### src/fib_pkg.sv
package fib_pkg;

    localparam int value_w          = 19;
    localparam int num_digits       = 27;
    localparam int stages_per_slice = 9;
    localparam int num_slices       = num_digits / stages_per_slice;

    localparam int apb_addr_w = 8;
    localparam int apb_data_w = 32;

    // weight of each digit, digit 27 first
    localparam logic [31:0] fib_weight [num_digits:1] = '{
        32'd317811, 32'd121393, 32'd75025, 32'd46368, 32'd28657,
        32'd17711,  32'd10946,  32'd6765,  32'd4181,  32'd2584,
        32'd1597,   32'd987,    32'd610,   32'd377,   32'd233,
        32'd144,    32'd89,     32'd55,    32'd34,    32'd21,
        32'd13,     32'd8,      32'd5,     32'd3,     32'd2,
        32'd1,      32'd1
    };

    localparam logic [apb_addr_w-1:0] addr_value   = 8'h00;
    localparam logic [apb_addr_w-1:0] addr_status  = 8'h04;
    localparam logic [apb_addr_w-1:0] addr_digits  = 8'h08;
    localparam logic [apb_addr_w-1:0] addr_decoded = 8'h0C;

    localparam int stat_busy_bit = 0;
    localparam int stat_done_bit = 1;
    localparam int stat_err_bit  = 2;

    typedef logic [value_w-1:0]    value_t;
    typedef logic [num_digits-1:0] digits_t; // bit 26 is digit 27

    typedef struct packed {
        value_t  residue;
        digits_t digits;
        logic    prev;    // digit decided one stage up
    } stage_t;

    typedef struct packed {
        digits_t digits;
        value_t  decoded;
        logic    err;
    } result_t;

    typedef struct packed {
        logic                  psel;
        logic                  penable;
        logic                  pwrite;
        logic [apb_addr_w-1:0] paddr;
        logic [apb_data_w-1:0] pwdata;
    } apb_req_t;

    typedef struct packed {
        logic [apb_data_w-1:0] prdata;
        logic                  pready;
        logic                  pslverr;
    } apb_rsp_t;

endpackage

### src/fib_apb_regs.sv
`timescale 1ns/10ps

module fib_apb_regs (
    input  logic              clk,
    input  logic              rst_n,
    input  fib_pkg::apb_req_t apb_req,
    output fib_pkg::apb_rsp_t apb_rsp,
    output logic              req_valid,
    output fib_pkg::value_t   req_value,
    input  logic              res_valid,
    input  fib_pkg::result_t  res
);

    logic             access;
    logic             hit_value;
    logic             addr_ok;
    logic             accept;
    logic             busy;
    logic             done;
    logic             err;
    fib_pkg::digits_t digits_q;
    fib_pkg::value_t  decoded_q;
    logic [31:0]      rdata;

    assign access    = apb_req.psel & apb_req.penable;
    assign hit_value = (apb_req.paddr == fib_pkg::addr_value);
    assign accept    = access & apb_req.pwrite & hit_value & ~busy;

    always_comb
    begin
        rdata   = '0;
        addr_ok = 1'b1;
        case (apb_req.paddr)
            fib_pkg::addr_value:
                rdata[fib_pkg::value_w-1:0] = req_value;
            fib_pkg::addr_status:
            begin
                rdata[fib_pkg::stat_busy_bit] = busy;
                rdata[fib_pkg::stat_done_bit] = done;
                rdata[fib_pkg::stat_err_bit]  = err;
            end
            fib_pkg::addr_digits:
                rdata[fib_pkg::num_digits-1:0] = digits_q;
            fib_pkg::addr_decoded:
                rdata[fib_pkg::value_w-1:0] = decoded_q;
            default:
                addr_ok = 1'b0;
        endcase
    end

    // zero wait states, error decided in the access phase
    always_comb
    begin
        apb_rsp.pready  = 1'b1;
        apb_rsp.prdata  = (access && !apb_req.pwrite) ? rdata : '0;
        apb_rsp.pslverr = access & (~addr_ok
                                    | (apb_req.pwrite & ~hit_value)  // read-only
                                    | (apb_req.pwrite & hit_value & busy));
    end

    always_ff @(posedge clk or negedge rst_n)
    begin
        if (!rst_n)
        begin
            req_valid <= 1'b0;
            req_value <= '0;
            busy      <= 1'b0;
            done      <= 1'b0;
            err       <= 1'b0;
            digits_q  <= '0;
            decoded_q <= '0;
        end
        else
        begin
            req_valid <= accept; // one-cycle pulse
            if (res_valid)
            begin
                busy      <= 1'b0;
                done      <= 1'b1;
                digits_q  <= res.digits;
                decoded_q <= res.decoded;
                err       <= res.err;
            end
            if (accept)
            begin
                req_value <= apb_req.pwdata[fib_pkg::value_w-1:0];
                busy      <= 1'b1;
                done      <= 1'b0;
            end
        end
    end

endmodule

### src/fib_codec_top.sv
`timescale 1ns/10ps

module fib_codec_top (
    input  logic              clk,
    input  logic              rst_n,
    input  fib_pkg::apb_req_t apb_req,
    output fib_pkg::apb_rsp_t apb_rsp
);

    logic             req_valid;
    fib_pkg::value_t  req_value;
    logic             enc_valid;
    fib_pkg::digits_t enc_digits;
    fib_pkg::value_t  enc_value;  // original value carried with the digits
    logic             res_valid;
    fib_pkg::result_t res;

    fib_apb_regs regs_i (
        .clk      (clk),
        .rst_n    (rst_n),
        .apb_req  (apb_req),
        .apb_rsp  (apb_rsp),
        .req_valid(req_valid),
        .req_value(req_value),
        .res_valid(res_valid),
        .res      (res)
    );

    fib_encoder encoder_i (
        .clk       (clk),
        .rst_n     (rst_n),
        .in_valid  (req_valid),
        .in_value  (req_value),
        .out_valid (enc_valid),
        .out_digits(enc_digits),
        .out_value (enc_value)
    );

    fib_decoder decoder_i (
        .clk      (clk),
        .rst_n    (rst_n),
        .in_valid (enc_valid),
        .in_digits(enc_digits),
        .in_value (enc_value),
        .out_valid(res_valid),
        .out_res  (res)
    );

endmodule

### src/fib_decoder.sv
`timescale 1ns/10ps

module fib_decoder (
    input  logic             clk,
    input  logic             rst_n,
    input  logic             in_valid,
    input  fib_pkg::digits_t in_digits,
    input  fib_pkg::value_t  in_value,
    output logic             out_valid,
    output fib_pkg::result_t out_res
);

    logic [31:0]      sum_wide; // wider than value_t, catches overflow
    fib_pkg::result_t res_d;

    always_comb
    begin
        sum_wide = '0;
        for (int i = 1; i <= fib_pkg::num_digits; i++)
        begin
            if (in_digits[i - 1])
                sum_wide = sum_wide + fib_pkg::fib_weight[i];
        end
    end

    always_comb
    begin
        res_d.digits  = in_digits;
        res_d.decoded = fib_pkg::value_t'(sum_wide);
        res_d.err     = (sum_wide != 32'(in_value)); // no round trip
    end

    pipe_reg #(
        .payload_t(fib_pkg::result_t)
    ) out_reg_i (
        .clk      (clk),
        .rst_n    (rst_n),
        .in_valid (in_valid),
        .in_data  (res_d),
        .out_valid(out_valid),
        .out_data (out_res)
    );

endmodule

### src/fib_digit_stage.sv
`timescale 1ns/10ps

module fib_digit_stage #(
    parameter int digit_idx = 1
) (
    input  fib_pkg::stage_t stage_in,
    output fib_pkg::stage_t stage_out
);

    localparam fib_pkg::value_t weight = fib_pkg::value_t'(fib_pkg::fib_weight[digit_idx]);

    logic        digit;
    logic [31:0] res_ext;

    assign res_ext = 32'(stage_in.residue);

    generate
        if (digit_idx == fib_pkg::num_digits)
        begin : g_top
            assign digit = (res_ext >= fib_pkg::fib_weight[digit_idx]); // nothing above
        end
        else if (digit_idx == 1)
        begin : g_last
            assign digit = stage_in.residue[0];
        end
        else
        begin : g_mid
            localparam logic [31:0] upper = fib_pkg::fib_weight[digit_idx]
                                          + fib_pkg::fib_weight[digit_idx - 1];

            always_comb
            begin
                if (res_ext >= upper)
                    digit = 1'b1;
                else if (res_ext < fib_pkg::fib_weight[digit_idx])
                    digit = 1'b0;
                else
                    digit = stage_in.prev; // ambiguous band, follow stage above
            end
        end
    endgenerate

    always_comb
    begin
        stage_out                      = stage_in;
        stage_out.digits[digit_idx - 1] = digit;
        stage_out.residue              = stage_in.residue - (digit ? weight : '0);
        stage_out.prev                 = digit;
    end

endmodule

### src/fib_encoder.sv
`timescale 1ns/10ps

module fib_encoder (
    input  logic             clk,
    input  logic             rst_n,
    input  logic             in_valid,
    input  fib_pkg::value_t  in_value,
    output logic             out_valid,
    output fib_pkg::digits_t out_digits,
    output fib_pkg::value_t  out_value
);

    fib_pkg::stage_t stg_in  [fib_pkg::num_digits];
    fib_pkg::stage_t stg_out [fib_pkg::num_digits];
    fib_pkg::stage_t slice_q [fib_pkg::num_slices];
    fib_pkg::value_t value_q [fib_pkg::num_slices]; // original value, one per slice

    logic [fib_pkg::num_slices:0] vld;

    assign vld[0] = in_valid;

    generate
        for (genvar k = 0; k < fib_pkg::num_digits; k++)
        begin : g_chain
            if (k == 0)
            begin : g_head
                assign stg_in[k] = fib_pkg::stage_t'{residue: in_value, digits: '0, prev: 1'b0};
            end
            else if (k % fib_pkg::stages_per_slice == 0)
            begin : g_from_slice
                assign stg_in[k] = slice_q[k / fib_pkg::stages_per_slice - 1];
            end
            else
            begin : g_direct
                assign stg_in[k] = stg_out[k - 1];
            end

            fib_digit_stage #(
                .digit_idx(fib_pkg::num_digits - k)
            ) stage_i (
                .stage_in (stg_in[k]),
                .stage_out(stg_out[k])
            );

            if ((k + 1) % fib_pkg::stages_per_slice == 0)
            begin : g_slice
                pipe_reg #(
                    .payload_t(fib_pkg::stage_t)
                ) slice_i (
                    .clk      (clk),
                    .rst_n    (rst_n),
                    .in_valid (vld[k / fib_pkg::stages_per_slice]),
                    .in_data  (stg_out[k]),
                    .out_valid(vld[k / fib_pkg::stages_per_slice + 1]),
                    .out_data (slice_q[k / fib_pkg::stages_per_slice])
                );
            end
        end
    endgenerate

    always_ff @(posedge clk)
    begin
        value_q[0] <= in_value;
        for (int s = 1; s < fib_pkg::num_slices; s++)
        begin
            value_q[s] <= value_q[s - 1];
        end
    end

    assign out_valid  = vld[fib_pkg::num_slices];
    assign out_digits = slice_q[fib_pkg::num_slices - 1].digits;
    assign out_value  = value_q[fib_pkg::num_slices - 1];

endmodule

### src/pipe_reg.sv
`timescale 1ns/10ps

module pipe_reg #(
    parameter type payload_t = logic
) (
    input  logic     clk,
    input  logic     rst_n,
    input  logic     in_valid,
    input  payload_t in_data,
    output logic     out_valid,
    output payload_t out_data
);

    always_ff @(posedge clk or negedge rst_n)
    begin
        if (!rst_n)
            out_valid <= 1'b0;
        else
            out_valid <= in_valid;
    end

    // payload only moves with a valid beat
    always_ff @(posedge clk)
    begin
        if (in_valid)
            out_data <= in_data;
    end

endmodule

### config.mk
export PLATFORM = sky130hd
export DESIGN_NAME = fib_codec_top
export DESIGN_NICKNAME = d
export VERILOG_FILES = /design/src/fib_pkg.sv /design/src/fib_apb_regs.sv /design/src/fib_codec_top.sv /design/src/fib_decoder.sv /design/src/fib_digit_stage.sv /design/src/fib_encoder.sv /design/src/pipe_reg.sv
export SDC_FILE = /design/constraint.sdc
export NUM_CORES = 1
export LEC_CHECK = 0
export ABC_AREA = 1
export ABC_CLOCK_PERIOD_IN_PS = 52400
export BUFFER_PORTS_ARGS = -buffer_cell sky130_fd_sc_hd__buf_2
export CAP_MARGIN = 40
export CORE_MARGIN = 1
export CORE_UTILIZATION = 57
export CTS_CLUSTER_DIAMETER = 120
export DETAILED_ROUTE_END_ITERATION = 8
export PLACE_DENSITY = 0.85
export SLEW_MARGIN = 40
export SYNTH_ARGS = -nofsm -noshare
export SYNTH_HDL_FRONTEND = slang
export SYNTH_SLANG_ARGS = --single-unit
### constraint.sdc
create_clock -name clk -period 52.4 [get_ports clk]
set_clock_uncertainty 0.05 [all_clocks]
set_input_delay 2.62 -clock clk [delete_from_list [all_inputs] [get_ports clk]]
set_output_delay 2.62 -clock clk [all_outputs]
set_load 0.005 [all_outputs]
# Word-level counts from Yosys, hierarchy flattened
# Memories as Yosys holds them, arrays and structs flattened.
# Index checks and enable logic that the tools add are counted.
# totals
latchBits,0
mem_count,1
inputBits,45
output_inout_bits,34
ram_bits,57
reg_bits,214
word_cells,259
romBits,0
# memory_table
name,words,width,read_ports,rd_clocked_by_memory_dff,write_ports,line,source
encoder_i.value_q,3,19,3,0,3,fib_encoder.sv:16,fib_pkg::value_t value_q [fib_pkg::num_slices];
# classes
shifts,0
div,0
n_lt_le_gt_ge,51
n_reduce_logical,5
multipliers,0
n_addsub,52
n_eq_ne,4
bitwise,13
mux,112
# ops
op,count
two-way mux 32 bit,26
adder 32 x 10 -> 32 bit (second input constant),2
adder 32 x 13 -> 32 bit (second input constant),2
adder 32 x 15 -> 32 bit (second input constant),2
adder 32 x 17 -> 32 bit (second input constant),2
adder 32 x 2 -> 32 bit (second input constant),2
adder 32 x 4 -> 32 bit (second input constant),2
adder 32 x 6 -> 32 bit (second input constant),2
adder 32 x 8 -> 32 bit (second input constant),2
two-way mux 1 bit,57
one-hot mux 16 bit (3 select lines),1
>= comparator 19 x 10 -> 1 bit (second input constant),2
>= comparator 19 x 13 -> 1 bit (second input constant),2
>= comparator 19 x 15 -> 1 bit (second input constant),2
>= comparator 19 x 17 -> 1 bit (second input constant),2
>= comparator 19 x 2 -> 1 bit (second input constant),2
>= comparator 19 x 4 -> 1 bit (second input constant),2
>= comparator 19 x 6 -> 1 bit (second input constant),2
>= comparator 19 x 8 -> 1 bit (second input constant),2
less-than comparator 19 x 10 -> 1 bit (second input constant),2
less-than comparator 19 x 13 -> 1 bit (second input constant),2
less-than comparator 19 x 15 -> 1 bit (second input constant),2
less-than comparator 19 x 17 -> 1 bit (second input constant),2
less-than comparator 19 x 2 -> 1 bit (second input constant),2
80 further kinds,111

# Logic depth before layout (Yosys ltp)
# logic_depth
depth_word,54
mapped_depth,190
depth_no_buf,190

# Hierarchy
# A second synthesis with hierarchy kept.
# hier_totals
cells_unflattened,7218
area_unflattened_um2,45546.2
# by_module_without_submodules
mod,seq_area_each_um2,area_per_inst_um2,instances,cells_per_inst
fib_decoder,0.0,8660.8,1,1711
pipe_reg,1436.4,1436.4,4,48
fib_apb_regs,1726.7,3445.8,1,410
fib_digit_stage (encoder_i.g_chain[4].stage_i),0.0,1296.2,1,248
fib_encoder,1141.1,1287.5,1,77
fib_digit_stage (encoder_i.g_chain[2].stage_i),0.0,1268.7,1,238
fib_digit_stage (encoder_i.g_chain[0].stage_i),0.0,1246.2,1,233
fib_digit_stage (encoder_i.g_chain[1].stage_i),0.0,1242.4,1,231
fib_digit_stage (encoder_i.g_chain[3].stage_i),0.0,1182.4,1,230
fib_digit_stage (encoder_i.g_chain[5].stage_i),0.0,1182.4,1,226
fib_digit_stage (encoder_i.g_chain[6].stage_i),0.0,1159.9,1,227
fib_digit_stage (encoder_i.g_chain[7].stage_i),0.0,1149.9,1,214
fib_digit_stage (encoder_i.g_chain[11].stage_i),0.0,1142.3,1,213
fib_digit_stage (encoder_i.g_chain[8].stage_i),0.0,1133.6,1,209
17 more rows,-,-,-,-

# Worst setup path before layout
# Ideal clock, no wire load.
# synth_path
path_kind,reg-to-reg
start,reg regs_i.req_value[2]
end,"reg encoder_i.g_chain[8].g_slice.slice_i.out_data[45] in the netlist's numbering, data pin"
slack_ns,27.674
t_required_ns,52.087
t_arrival_ns,24.413
path_buffers,0
path_stages_with_launch,174
period_less_slack_ns,24.726
setup_ns,0.263
path_cell_list,dfrtp_1 > nor2_1 > o21ai_0 > a41oi_1 > nor2_1 > o311ai_0 > a21oi_1 > o21ai_0 > inv_1 > ha_1 > o21ai_0 > nor2_1 > inv_1 > a21oi_1 > or2_2 > nand2_1 > a21oi_1 > inv_1 > (+138 left out) > nand2_1 > nor4_1 > nand2_1 > inv_1 > ha_1 > a21oi_1 > inv_1 > nor2_1 > inv_1 > a21oi_1 > nand2_1 > a21oi_1 > inv_1 > nor2_1 > nand3_1 > a21oi_1 > nand4_1 > xor2_1
# synth_lines
item,line,source
"start, declared",fib_apb_regs.sv:9,"output fib_pkg::value_t req_value,"
"start signal, assigned",fib_apb_regs.sv:86,req_value <= apb_req.pwdata[fib_pkg::value_w-1:0];
"end signal, assigned",pipe_reg.sv:26,out_data <= in_data;
"end, declared",pipe_reg.sv:11,output payload_t out_data

==> metrics.log <==
[metrics] most used standard cell by instance count after synthesis: sky130_fd_sc_hd__nand2_1
[metrics] Total Routing Usage GR: 24.2%
[metrics] Buf/Inv on CP: 28
[metrics] port buffer count: 59
[metrics] largest net degree at the start of global routing: 78
[metrics] Post-DP Area: about 0.031 mm^2
[metrics] Syn Area/Cell: 6.56 um^2
[metrics] fraction of synthesis flops using an asynchronous set or reset pin: roughly 27%
[metrics] vias per inst: 5.24
[metrics] fraction of the cycle the final worst path needs: a little over half
[metrics] count of distinct cell types in the synthesized netlist: 82
[metrics] flip-flop and latch count after synthesis: 269
[metrics] hold violation total from the final report: 0
[metrics] number of enable-type register cells in the synthesized netlist: 139
[metrics] routed length per instance: roughly 12 um
[metrics] Critical Path Sink Type: flip-flop
[metrics] CTS Hold Bufs: 0
[metrics] total negative slack for setup checks: 0 ns
[metrics] critical path required time: ~53 ns
[metrics] wl on met1: ~30000 um
[metrics] crit path DAT: a little under 30 ns
[metrics] largest family of logic cells by synthesized area: simple AND/OR/NAND/NOR gates
[metrics] multiplexer share of the synthesized area: less than 1%
[metrics] time the final worst path needs with I/O delays and setup: approximately 29 ns
[metrics] actual slew at the worst max-slew pin: 0.874 ns
[metrics] highest metal layer with signal wires: met5
[metrics] synth top area cells: sky130_fd_sc_hd__nand2_1 14%, sky130_fd_sc_hd__edfxtp_1 14%, sky130_fd_sc_hd__inv_1 9.2%
[metrics] dominant cell type by count on the critical path: sky130_fd_sc_hd__nand2_1
[metrics] total of warnings raised by yosys: 0
[metrics] detailed route wirelength on metal2: 31800 um
[metrics] die width: ~230 um
[metrics] count of antenna-violating nets left after detailed routing: 0
[metrics] layout net count: 4895
[metrics] Internal Dissipation: 1.07 mW
[metrics] critical setup path kind: reg -> reg
[metrics] number of buffers between clock root and the deepest sink: 3
[metrics] clock tree from TritonCTS: done
[metrics] floorplan die height: 233 um
[metrics] buffer count from post-CTS setup fixing: 0
[metrics] Startpoint Class: flip-flop
[metrics] leakage power total: 16.9 nW
[metrics] first-iteration detailed-routing DRC count: 1590
[metrics] CTS root buffer: sky130_fd_sc_hd__clkbuf_16
[metrics] RSZ-0062 raised after global routing: no
[metrics] max-cap check violation count: 0
[metrics] share of power burned in registers: 14.5%
[metrics] worst voltage drop across the vdd grid: approximately 370 uV
[metrics] highest clock rate: 0.0350 GHz
[metrics] Comb pwr share: roughly 77%
[metrics] proportion of netlist area held by the largest area contributor: between 10% and 20%
[metrics] clock sinks: 269
[metrics] clock-pin slew of the registers on the worst-case setup and hold paths: 0.07 ns
[metrics] Hold Path Class: reg -> reg
[metrics] WL met3: around 2600 um
[metrics] antenna violations before repair: 2
[metrics] number of cells produced by synthesis: roughly 4600
[metrics] Worst-Skew Late Latency: 0.59 ns
[metrics] arithmetic-cell share of the synthesized area counting full adders, half adders and majority gates: between 7 and 8%
[metrics] final number of max-transition violations: 0
[metrics] Initial Util: 57.7%
[metrics] cell taking the most area after synthesis: sky130_fd_sc_hd__nand2_1
[metrics] XOR/XNOR Fraction of Synth Area: 9.54%
[metrics] total iterations of the first detailed-routing run: 6
[metrics] count of pins on the block boundary: 79
[metrics] slowest cell on the critical path: sky130_fd_sc_hd__a31oi_2
[metrics] DP HPWL: 53300 um
[metrics] grt ovf: 0
[metrics] Worst Path Max Fanout: 12
[metrics] Clock Power Share: 9.0%
[metrics] fraction of power spent switching nets: 52.4%
[metrics] H-tree level count: 1
[metrics] row count: 84
[metrics] Simple-Gate Fraction of Synth Area: approximately two fifths
[metrics] fraction of the yosys area taken by sequential cells: 23.5%
[metrics] top cell family by delay on the critical path: simple AND/OR/NAND/NOR gates
[metrics] final wirelength: ~66000 um
[metrics] standard cell core area: 0.0526 mm^2
[metrics] outcome: finished, final reports clean
[metrics] via count of the first global-routing pass: 25838
[metrics] power density over the cells: 70.0 mW/mm^2
[metrics] summed instance area of the synthesized netlist: 0.0303 mm^2
[metrics] placer's final routability congestion estimate: 0.877
[metrics] drc violations: 0
[metrics] fraction of layout instances using a drive strength above 1: 11.8%
[metrics] flop-to-flop setup slack: 23.82 ns
[metrics] clock buffer count from CTS: 29
[metrics] area of all placed cells without fillers: about 0.032 mm^2
[metrics] Via Count: about 28000
[metrics] max_slew headroom: 41.2%
[metrics] final setup violation count: 0
[metrics] Commonest cells post-synth: 1145 x sky130_fd_sc_hd__nand2_1, 744 x sky130_fd_sc_hd__inv_1, 443 x sky130_fd_sc_hd__nor2_1
[metrics] switching power: 1.18 mW
[metrics] worst stage delay on the critical path: about 0.48 ns
[metrics] Main synth FF type: sky130_fd_sc_hd__edfxtp_1
[metrics] compound-cell area share of the yosys netlist: 8.16%
[metrics] number of gates resized after CTS: 0
[metrics] area enclosed by the die boundary: 0.0541 mm^2
[metrics] Syn-to-layout area delta: 6.12%
[metrics] Filler cells: 4666
[metrics] wire length of the first global-routing pass: around 110000 um
## flip-flops by register name, summed over array words and instances (netlist names)
register	flops
decoder_i.out_reg_i.out_valid	1
regs_i.busy	1
encoder_i.value_q	57
encoder_i.g_chain.g_slice.slice_i.out_data	92
regs_i.req_valid	1
regs_i.err	1
regs_i.digits_q	27
decoder_i.out_reg_i.out_data	47
regs_i.req_value	19
encoder_i.g_chain.g_slice.slice_i.out_valid	3
regs_i.decoded_q	19
regs_i.done	1
## cell usage in the layout, fill, tap and decap left out, types with 10 or more instances in the layout
cell type,synthesis,routed
sky130_fd_sc_hd__nand2_1,1145,1145
sky130_fd_sc_hd__inv_1,744,744
sky130_fd_sc_hd__nor2_1,443,442
sky130_fd_sc_hd__nand3_1,363,362
sky130_fd_sc_hd__xor2_1,228,228
sky130_fd_sc_hd__ha_1,174,174
sky130_fd_sc_hd__o21ai_0,169,169
sky130_fd_sc_hd__nand2_2,161,161
sky130_fd_sc_hd__a21oi_1,140,140
sky130_fd_sc_hd__edfxtp_1,139,139
sky130_fd_sc_hd__nand4_1,90,90
sky130_fd_sc_hd__xnor2_1,85,85
sky130_fd_sc_hd__nor3_1,86,85
sky130_fd_sc_hd__dfrtp_1,73,69
sky130_fd_sc_hd__buf_2,1,58
sky130_fd_sc_hd__dfxtp_1,57,57
sky130_fd_sc_hd__inv_2,54,54
sky130_fd_sc_hd__nand3_2,51,52
sky130_fd_sc_hd__nand2_4,45,45
sky130_fd_sc_hd__or2_2,43,43
sky130_fd_sc_hd__nor2_2,31,32
sky130_fd_sc_hd__nor4_1,31,31
sky130_fd_sc_hd__clkbuf_16,0,29
sky130_fd_sc_hd__o21ai_1,14,14
sky130_fd_sc_hd__a31oi_1,14,13
sky130_fd_sc_hd__nand3b_1,12,12
sky130_fd_sc_hd__and2_1,11,11
sky130_fd_sc_hd__o22ai_1,11,11
sky130_fd_sc_hd__o221ai_1,10,10
## power by group through the flow
| stage | clock network [mW] | registers [mW] | logic, mW |
|---|---|---|---|
| after floorplan | 0 | 0.331 | 1.41 |
| after global placement | 0 | 0.331 | 1.64 |
| after detailed placement | 0 | 0.331 | 1.67 |
| after CTS | 0.203 | 0.327 | 1.71 |
| after global routing | 0.211 | 0.327 | 1.97 |
| final | 0.202 | 0.327 | 1.72 |
## routing by layer
| metal | vias up | global-route usage [%] |
|---|---|---|
| met4 | 4 | 7.01 |
| met1 | 12662 | 30.5 |
| li1 | 14918 | - |
| met5 | - | 0 |
| met2 | 480 | 43.4 |
| met3 | 112 | 2.40 |
## metrics by stage
step                util [%]  hold WS (ns)  instances  setup WS, ns  total power, mW
global placement        59.4         0.260       5325         24.24             1.97
detailed placement      59.5         0.262       5327         23.96             2.00
CTS                     61.2         0.270       5381         23.82             2.24
floorplan                  -         0.260       4628         27.67             1.75
global route            61.3         0.273       5381         20.39             2.51
finish                  61.3         0.268       5382         23.82             2.25
## final cells by class
class	count	area (um^2)	share of cell area, %
multi-input cells	3499	19900	61.7
flip-flops and latches	269	7150	22.2
diodes	1	2.50	0.00777
inverters	803	3010	9.36
repair buffers	68	373	1.16
well taps	688	861	2.67
clock buffers	40	807	2.51
clock inverters	14	123	0.381
## kinds of logic after synthesis
logic type | Yosys count
flip-flops | 269
other | 2
adder cells (fa/ha/maj) | 180
AO/OA/AOI/OAI | 432
multiplexers | 3
buffers and inverters | 860
AND/OR/NAND/NOR | 2557
XOR/XNOR | 321
## path summary, 6_finish.rpt
| kind | startpoint | endpoint | depth (start not counted) |
|---|---|---|---|
| max reg2reg | regs_i.req_value[2] | encoder_i.g_chain[8].g_slice.slice_i.out_data[45] | 177 |
| min | encoder_i.value_q[0][2] | encoder_i.value_q[0][21] | 0 |
| min in group asynchronous | rst_n | regs_i.decoded_q[16] | 1 |
| min reg2reg | encoder_i.value_q[0][2] | encoder_i.value_q[0][21] | 0 |
| max in group asynchronous | rst_n | encoder_i.g_chain[26].g_slice.slice_i.out_valid | 2 |
| max | regs_i.req_value[2] | encoder_i.g_chain[8].g_slice.slice_i.out_data[45] | 177 |
(Power assumes the default switching activity.)
